`config.mk`:
```
export PLATFORM = sky130hd
export DESIGN_NAME = ecc_mem_top
export DESIGN_NICKNAME = d
export VERILOG_FILES = /design/src/design/ecc_pkg.sv /design/src/design/ecc_49_top.sv /design/src/design/ecc_mem_array.sv /design/src/design/ecc_mem_ctrl.sv /design/src/design/ecc_err_log.sv /design/src/design/ecc_mem_top.sv
export SDC_FILE = /design/constraint.sdc
export NUM_CORES = 1
export LEC_CHECK = 0
export CAP_MARGIN = 5
export CORE_UTILIZATION = 50
export DETAILED_ROUTE_END_ITERATION = 8
export DONT_BUFFER_PORTS = 1
export MAX_ROUTING_LAYER = met4
export PLACE_DENSITY = 0.77
export SKIP_LAST_GASP = 1
export SLEW_MARGIN = 10
export SYNTH_ARGS = -nofsm -noshare
export SYNTH_HDL_FRONTEND = slang
export SYNTH_SLANG_ARGS = --single-unit
```
`constraint.sdc`:
```
create_clock -name clk -period 13.21 [get_ports clk]
set_clock_uncertainty 0.15 [all_clocks]
set_input_delay 1.9815 -clock clk [delete_from_list [all_inputs] [get_ports clk]]
set_output_delay 1.9815 -clock clk [all_outputs]
set_load 0.01 [all_outputs]
```
`src/design/ecc_pkg.sv`:
```
package ecc_pkg;

    localparam int DATA_W  = 49;
    localparam int CHECK_W = 7;
    localparam int CODE_W  = DATA_W + CHECK_W;

    typedef logic [DATA_W-1:0]  data_t;
    typedef logic [CHECK_W-1:0] check_t;
    typedef logic [CODE_W-1:0]  code_t;   // check bits on top, data below

    // ********************
    // syndrome of each data bit, index 0 first
    // every entry has two or more bits set, single-bit syndromes are check-bit errors
    localparam check_t COLUMN_CODE [DATA_W] = '{
        7'b1000011, 7'b1000101, 7'b1000110, 7'b0000111,
        7'b1001001, 7'b1001010, 7'b0001011, 7'b1001100,
        7'b0001101, 7'b0001110, 7'b1001111, 7'b1010001,
        7'b1010010, 7'b0010011, 7'b1010100, 7'b0010101,
        7'b0010110, 7'b1010111, 7'b1011000, 7'b0011001,
        7'b0011010, 7'b1011011, 7'b0011100, 7'b1011101,
        7'b1011110, 7'b0011111, 7'b1100001, 7'b1100010,
        7'b0100011, 7'b1100100, 7'b0100101, 7'b0100110,
        7'b1100111, 7'b1101000, 7'b0101001, 7'b0101010,
        7'b1101011, 7'b0101100, 7'b1101101, 7'b1101110,
        7'b0101111, 7'b1110000, 7'b0110001, 7'b0110010,
        7'b1110011, 7'b0110100, 7'b1110101, 7'b1110110,
        7'b0110111
    };

    // check bit j is the xor of the data bits whose column code has bit j set
    function automatic check_t ecc_encode(input data_t d);
        check_t p;
        p = '0;
        for (int i = 0; i < DATA_W; i++) begin
            p = p ^ (COLUMN_CODE[i] & {CHECK_W{d[i]}});
        end
        return p;
    endfunction

endpackage

```
`src/design/ecc_49_top.sv`:
```
`timescale 1ns/1ps

module ecc_49_top (
    input  ecc_pkg::code_t code,
    input  logic           bypass,
    output ecc_pkg::data_t data_out,
    output ecc_pkg::code_t code_out,
    output logic           sbit_err,
    output logic           dbit_err
);
    import ecc_pkg::*;

    data_t  raw_data;
    check_t syndrome;
    data_t  flip_mask;
    logic   data_hit;    // syndrome matches a data column
    logic   check_hit;   // syndrome has exactly one bit set

    assign raw_data = code[DATA_W-1:0];
    assign syndrome = code[CODE_W-1:DATA_W] ^ ecc_encode(raw_data);

    // ********************
    // syndrome lookup
    always_comb begin
        flip_mask = '0;
        data_hit  = 1'b0;
        for (int i = 0; i < DATA_W; i++) begin
            if (syndrome == COLUMN_CODE[i]) begin
                flip_mask[i] = 1'b1;
                data_hit     = 1'b1;
            end
        end
    end

    assign check_hit = (syndrome != '0) && ((syndrome & (syndrome - 1'b1)) == '0);

    // ********************
    // correction and flags
    assign data_out = bypass ? raw_data : (raw_data ^ flip_mask);
    assign code_out = {ecc_encode(data_out), data_out};   // fresh check bits

    assign sbit_err = !bypass && (data_hit || check_hit);
    assign dbit_err = !bypass && (syndrome != '0) && !data_hit && !check_hit;

endmodule

```
`src/design/ecc_mem_array.sv`:
```
`timescale 1ns/1ps

module ecc_mem_array #(
    parameter int ADDR_W = 4
) (
    input  logic              clk,
    input  logic              wr_en,
    input  logic [ADDR_W-1:0] wr_addr,
    input  ecc_pkg::code_t    wr_code,
    input  logic              rd_en,
    input  logic [ADDR_W-1:0] rd_addr,
    output ecc_pkg::code_t    rd_code
);
    import ecc_pkg::*;

    code_t mem [2**ADDR_W];

    always_ff @(posedge clk) begin
        if (wr_en) begin
            mem[wr_addr] <= wr_code;
        end
    end

    // registered read, old data if the same word is written on this edge
    always_ff @(posedge clk) begin
        if (rd_en) begin
            rd_code <= mem[rd_addr];
        end
    end

endmodule

```
`src/design/ecc_mem_ctrl.sv`:
```
`timescale 1ns/1ps

module ecc_mem_ctrl #(
    parameter int ADDR_W = 4
) (
    input  logic              clk,
    input  logic              reset,
    // request
    input  logic              req_valid,
    output logic              req_ready,
    input  logic              req_write,
    input  logic [ADDR_W-1:0] req_addr,
    input  ecc_pkg::data_t    req_wdata,
    input  ecc_pkg::code_t    req_inject,
    // response
    output logic              rsp_valid,
    input  logic              rsp_ready,
    output ecc_pkg::data_t    rsp_rdata,
    output logic              rsp_sbit_err,
    output logic              rsp_dbit_err,
    input  logic              bypass,
    // array
    output logic              wr_en,
    output logic [ADDR_W-1:0] wr_addr,
    output ecc_pkg::code_t    wr_code,
    output logic              rd_en,
    output logic [ADDR_W-1:0] rd_addr,
    input  ecc_pkg::code_t    rd_code,
    // checker
    output ecc_pkg::code_t    dec_code,
    input  ecc_pkg::data_t    dec_data,
    input  ecc_pkg::code_t    dec_code_out,
    input  logic              dec_sbit,
    input  logic              dec_dbit,
    // error log
    output logic              err_valid,
    output logic              err_sbit,
    output logic              err_dbit,
    output logic [ADDR_W-1:0] err_addr
);
    import ecc_pkg::*;

    typedef enum logic [1:0] {ST_IDLE, ST_WAIT, ST_RESP} state_t;

    state_t            state;
    logic              is_write;   // op of the request in flight
    logic              rd_phase;   // array output is valid this cycle
    logic [ADDR_W-1:0] addr_q;
    logic              accept;
    logic              load_rsp;
    logic              scrub;

    assign accept   = req_valid && req_ready;
    assign load_rsp = (state == ST_WAIT) && (is_write || rd_phase);
    assign scrub    = load_rsp && !is_write && dec_sbit && !bypass;   // one write-back only

    assign req_ready = (state == ST_IDLE);
    assign rsp_valid = (state == ST_RESP);

    // ********************
    // array and checker side
    assign wr_en   = !reset && ((accept && req_write) || scrub);
    assign wr_addr = scrub ? addr_q : req_addr;
    assign wr_code = scrub ? dec_code_out
                           : ({ecc_encode(req_wdata), req_wdata} ^ req_inject);

    assign rd_en    = (state == ST_WAIT) && !is_write && !rd_phase;
    assign rd_addr  = addr_q;
    assign dec_code = rd_code;

    assign err_valid = load_rsp && !is_write;
    assign err_sbit  = dec_sbit;
    assign err_dbit  = dec_dbit;
    assign err_addr  = addr_q;

    // ********************
    // state machine
    always_ff @(posedge clk) begin
        if (reset) begin
            state    <= ST_IDLE;
            is_write <= 1'b0;
            rd_phase <= 1'b0;
        end else begin
            case (state)
                ST_IDLE: begin
                    rd_phase <= 1'b0;
                    if (accept) begin
                        is_write <= req_write;
                        state    <= ST_WAIT;
                    end
                end
                ST_WAIT: begin
                    if (load_rsp) begin
                        state <= ST_RESP;
                    end else begin
                        rd_phase <= 1'b1;   // read issued this cycle
                    end
                end
                ST_RESP: begin
                    if (rsp_ready) state <= ST_IDLE;
                end
                default: state <= ST_IDLE;
            endcase
        end
    end

    always_ff @(posedge clk) begin
        if (accept) addr_q <= req_addr;
        if (load_rsp) begin
            rsp_rdata    <= is_write ? '0 : dec_data;
            rsp_sbit_err <= !is_write && dec_sbit;
            rsp_dbit_err <= !is_write && dec_dbit;
        end
    end

endmodule

```
`src/design/ecc_err_log.sv`:
```
`timescale 1ns/1ps

module ecc_err_log #(
    parameter int ADDR_W  = 4,
    parameter int COUNT_W = 4
) (
    input  logic               clk,
    input  logic               reset,
    input  logic               count_clear,
    input  logic               err_valid,
    input  logic               err_sbit,
    input  logic               err_dbit,
    input  logic [ADDR_W-1:0]  err_addr,
    output logic [COUNT_W-1:0] sbit_count,
    output logic [COUNT_W-1:0] dbit_count,
    output logic [ADDR_W-1:0]  last_err_addr
);

    // ********************
    // saturating counters
    always_ff @(posedge clk) begin
        if (reset || count_clear) begin
            sbit_count <= '0;
            dbit_count <= '0;
        end else if (err_valid) begin
            if (err_sbit && (sbit_count != '1)) sbit_count <= sbit_count + 1'b1;
            if (err_dbit && (dbit_count != '1)) dbit_count <= dbit_count + 1'b1;
        end
    end

    // address survives count_clear
    always_ff @(posedge clk) begin
        if (reset) begin
            last_err_addr <= '0;
        end else if (err_valid && (err_sbit || err_dbit)) begin
            last_err_addr <= err_addr;
        end
    end

endmodule

```
`src/design/ecc_mem_top.sv`:
```
`timescale 1ns/1ps

module ecc_mem_top #(
    parameter int ADDR_W  = 4,
    parameter int COUNT_W = 4
) (
    input  logic               clk,
    input  logic               reset,
    input  logic               req_valid,
    output logic               req_ready,
    input  logic               req_write,
    input  logic [ADDR_W-1:0]  req_addr,
    input  ecc_pkg::data_t     req_wdata,
    input  ecc_pkg::code_t     req_inject,
    output logic               rsp_valid,
    input  logic               rsp_ready,
    output ecc_pkg::data_t     rsp_rdata,
    output logic               rsp_sbit_err,
    output logic               rsp_dbit_err,
    input  logic               bypass,
    input  logic               count_clear,
    output logic [COUNT_W-1:0] sbit_count,
    output logic [COUNT_W-1:0] dbit_count,
    output logic [ADDR_W-1:0]  last_err_addr
);
    import ecc_pkg::*;

    logic              wr_en;
    logic [ADDR_W-1:0] wr_addr;
    code_t             wr_code;
    logic              rd_en;
    logic [ADDR_W-1:0] rd_addr;
    code_t             rd_code;
    code_t             dec_code;
    data_t             dec_data;
    code_t             dec_code_out;
    logic              dec_sbit;
    logic              dec_dbit;
    logic              err_valid;
    logic              err_sbit;
    logic              err_dbit;
    logic [ADDR_W-1:0] err_addr;

    ecc_mem_ctrl #(.ADDR_W(ADDR_W)) u_ctrl (
        .clk, .reset,
        .req_valid, .req_ready, .req_write, .req_addr, .req_wdata, .req_inject,
        .rsp_valid, .rsp_ready, .rsp_rdata, .rsp_sbit_err, .rsp_dbit_err,
        .bypass,
        .wr_en, .wr_addr, .wr_code, .rd_en, .rd_addr, .rd_code,
        .dec_code, .dec_data, .dec_code_out, .dec_sbit, .dec_dbit,
        .err_valid, .err_sbit, .err_dbit, .err_addr
    );

    ecc_mem_array #(.ADDR_W(ADDR_W)) u_array (
        .clk, .wr_en, .wr_addr, .wr_code, .rd_en, .rd_addr, .rd_code
    );

    // checker sits between array output and response register
    ecc_49_top u_ecc (
        .code     (dec_code),
        .bypass   (bypass),
        .data_out (dec_data),
        .code_out (dec_code_out),
        .sbit_err (dec_sbit),
        .dbit_err (dec_dbit)
    );

    ecc_err_log #(.ADDR_W(ADDR_W), .COUNT_W(COUNT_W)) u_log (
        .clk, .reset, .count_clear,
        .err_valid, .err_sbit, .err_dbit, .err_addr,
        .sbit_count, .dbit_count, .last_err_addr
    );

endmodule

```
==> impl_metrics.toml <==
[pwr]
vdd.ir_drop.worst_v = 0.000209
power-per-cell-area_nw_per_um2 = 207
p_leak_nw = 15.4
power.combinational.fraction_pct = 32.6
power_switching_share_pct = 33.8
power_report.internal_total_mw = 6.71
reg_power_share_pct = 39.4
net-switching-power_mw = 3.42
clock_power_share_pct = 28.0

[yosys]
ys_async_rst_share_pct = 0
dominantRegCellSynth = "sky130_fd_sc_hd__edfxtp_1"
synthDominantAreaCellType = "sky130_fd_sc_hd__edfxtp_1"
postSynthAreaPerCell_sq_um = 19.7
synth-seq-cells = 1023
ys_warn_count = 0
netlist.area_leader.share_pct = 68.6
syn-cell-area_sq_um = 44100
synth_enable_flop_cells = 1007
syn-instance-count = 2234
netlist_top_cells_area = "sky130_fd_sc_hd__edfxtp_1 (69%), sky130_fd_sc_hd__mux4_2 (14%), sky130_fd_sc_hd__xnor2_1 (4.1%)"
synth_seq_area_share_pct = 69.3
yosys.cell_count.top_type = "sky130_fd_sc_hd__edfxtp_1"
synth_cell_type_count = 71
synth_fp_nets = 2352
netlist_top_cells_count = "sky130_fd_sc_hd__edfxtp_1 (1007), sky130_fd_sc_hd__mux4_2 (280), sky130_fd_sc_hd__xnor2_1 (205), sky130_fd_sc_hd__nor2_1 (132), sky130_fd_sc_hd__xor2_1 (132)"

[cells_and_area]
fillCellCount = 6341
final_util_pct = 56.3
final_net_count = 2408
fraction_of_final_layout_cells_sized_beyond_drive_strength_1_pct = 23.7
stdcell_count = 3525
area_delta_synth_final_pct = 11.2

[global_routing]
first_global_vias = 22900
largest_net_degree_at_the_start_of_global_routing = 99
grt_first_pass_wirelength_mm = 168
global_route.overflow_total = 0
antenna_found_initial = 2
grt_usage_pct = 27.5

[die]
fp.coreArea_sq_um = 87000
start_util_pct = 50.6
boundaryPins = 181
chip_width_um = 299
fp.dieH_um = 299
row_count = 108
die-area_sq_um = 89300

[status]
status = "complete, no violations"

[place]
pre_cts_ws_ns = 6.02
dp_hpwl_mm = 71.5
post-place-cells = 3344
gp_congestion = 0.950
io_buffer_count = 0

[setup_path]
regToRegStartpoint = "u_array.rd_code[23]"
path_cells = "xnor3_2, xnor3_2, xor3_1, nor2_1, o21ai_1, mux2_2, a221oi_2, and4_4, a31oi_4, buf_4, buf_4, nor2_1, a21oi_1"
endpoint_kind = "flip-flop"
crit_buf_inv = 2
critPathTopFamily = "XOR/XNOR gates"
worstPathMaxFanout = 69
reg2reg_slack_ns = 6.06
setup.worst_path.class = "flip-flop to flip-flop"
worst-r2r-cell-count = 13
worst-endpoint-required_ns = 13.34
crit_path_top_delay_cell = "sky130_fd_sc_hd__nor2_1"
worstReg2RegEnd = "u_array.mem[1][2]"
setup.worst_path.start_class = "flip-flop"
worstPathArrival_ns = 7.28
critical-path-max-stage-delay_ns = 1.05

[timing]
final-hold-violation-count = 0
layout_worst_path_cycle_share_pct = 54.1
report.final.slew_viol_count = 0
final_critical_path_setup_slack_ns = 6.06
timing.final.crit_period_ns = 7.15
worst_slew_pin_slew_ns = 1.33
achievable-frequency_mhz = 140
slew_headroom_pct = 10.8
final_sum_of_negative_setup_slack_ns = 0
timing.hold.ws_ns = 0.394
report.final.setup_viol = 0
grt_setup_unrepaired = "no"

[hold_path]
hold_start = "u_ctrl.rd_phase"
min_path_type = "flip-flop to flip-flop"
min_delay_worst_endpoint = "u_ctrl.rd_phase"
holdPathStages = 2

[detailed_routing]
post_drt_via_cell_ratio = 6.50
detail-route-antenna-nets = 0
first_pass_iters = 5
routed-via-count = 22900
drc = 0
first_iter_violations = 3445
wl_per_instance_um = 33.6
routed_wirelength_mm = 118

[clocking]
clk-insertion-delay-late_ns = 0.69
cts.clk_slew.worst_paths_ns = 0.07
post-cts-setup-buffers = 0
clockRootBuffer = "sky130_fd_sc_hd__clkbuf_16"
clock_tree.buffer_depth = 3
cts_made_buffers = 99
cts.hold.buffers_added = 0
post_cts_resize_count = 0
htree_num_levels = 3
tritoncts = "built"
cts.sink_count = 1023

[job]
drv_cap = 0
==> layout make-up <==
type / count / area (sq um) / share of cell area (%)
clock buffer: 124 / 2590 / 5.29
multi-input combinational: 1091 / 13200 / 26.9
timing repair buffer: 67 / 515 / 1.05
inverter: 8 / 30.0 / 0.0613
antenna: 1 / 2.50 / 0.00511
sequential: 1023 / 30600 / 62.4
tap: 1155 / 1450 / 2.95
clock inverter: 56 / 666 / 1.36
==> per-stage QoR <==
step	power, mW	area, sq um
global route	10.4	49000
detailed placement	7.25	45700
finish	10.1	49000
CTS	10.1	49000
floorplan	6.41	44100
global placement	7.19	45700
==> flip-flops by register name, summed over array words and instances (netlist names) <==
name and count:
u_log.last_err_addr 4, u_log.dbit_count 4, u_ctrl.is_write 1, u_log.sbit_count 4, u_array.mem 896, u_ctrl.rsp_rdata 49, u_ctrl.err_addr 4, u_ctrl.rsp_sbit_err 1
u_ctrl.rsp_dbit_err 1, u_array.rd_code 56, u_ctrl.state 2, u_ctrl.rd_phase 1
==> worst max path at each step <==
stage	end	slack, ns	cells after the start	startpoint
after floorplan	u_array.mem[2][0]	4.65	14	u_array.rd_code[11]
after global placement	u_array.mem[14][39]	6.17	13	u_array.rd_code[23]
after detailed placement	u_array.mem[6][39]	6.02	13	u_array.rd_code[23]
after CTS	u_array.mem[15][39]	6.00	13	u_array.rd_code[23]
after global routing	u_array.mem[1][2]	5.83	13	u_array.rd_code[23]
final	u_array.mem[1][2]	6.06	13	u_array.rd_code[23]
==> routing by layer <==
layer  GRT usage, %  vias up  share of wire [%]
met5              -        -                  0
met1           38.3    11900                 38
met3           6.23      220                 12
met2           40.9     1717                 46
li1               -     9086                  -
met4           8.19        0                3.0
==> worst register-to-register path, delay by kind of cell, from the launching register on <==
family / cells / cell delay [ns]
and+or+nand+nor: 3 / 1.49
DFF: 1 / 0.46
AOI/OAI and AO/OA: 4 / 1.45
buffers and inverters: 2 / 1.33
xor gates and xnor gates: 3 / 1.56
muxes: 1 / 0.32
==> layout by cell type, fill, tap and decap left out, drive strengths merged, types with 39 or more instances in the layout <==
cell type,synthesis,routed
a21oi,62,62
buf,52,67
clkbuf,60,124
edfxtp,1007,1007
mux4,280,280
nor2,133,133
o211ai,54,54
xnor2,214,214
xnor3,39,39
xor2,136,136
==> power by group through the flow <==
stage                     registers [mW]  clock network (mW)  logic [mW]
after detailed placement            4.06                   0        3.19
after CTS                           3.99                2.86        3.21
final                               3.99                2.83        3.30
after floorplan                     4.04                   0        2.37
after global placement              4.05                   0        3.13
after global routing                4.00                2.97        3.45
==> kinds of logic (layout without fill, tap and decap cells) <==
| logic type | Yosys count | count (layout) | share of synthesized area, % |
|---|---|---|---|
| muxes | 293 | 293 | 14.6 |
| buffers and inverters | 120 | 255 | 1.15 |
| adders and majority gates | 2 | 2 | 0.0568 |
| AOI/OAI and AO/OA | 175 | 175 | 2.75 |
| xor gates and xnor gates | 394 | 394 | 9.46 |
| DFF | 1023 | 1023 | 69.3 |
| other | 0 | 1 | 0 |
| and+or+nand+nor | 227 | 227 | 2.63 |
(Power assumes the default switching activity.)
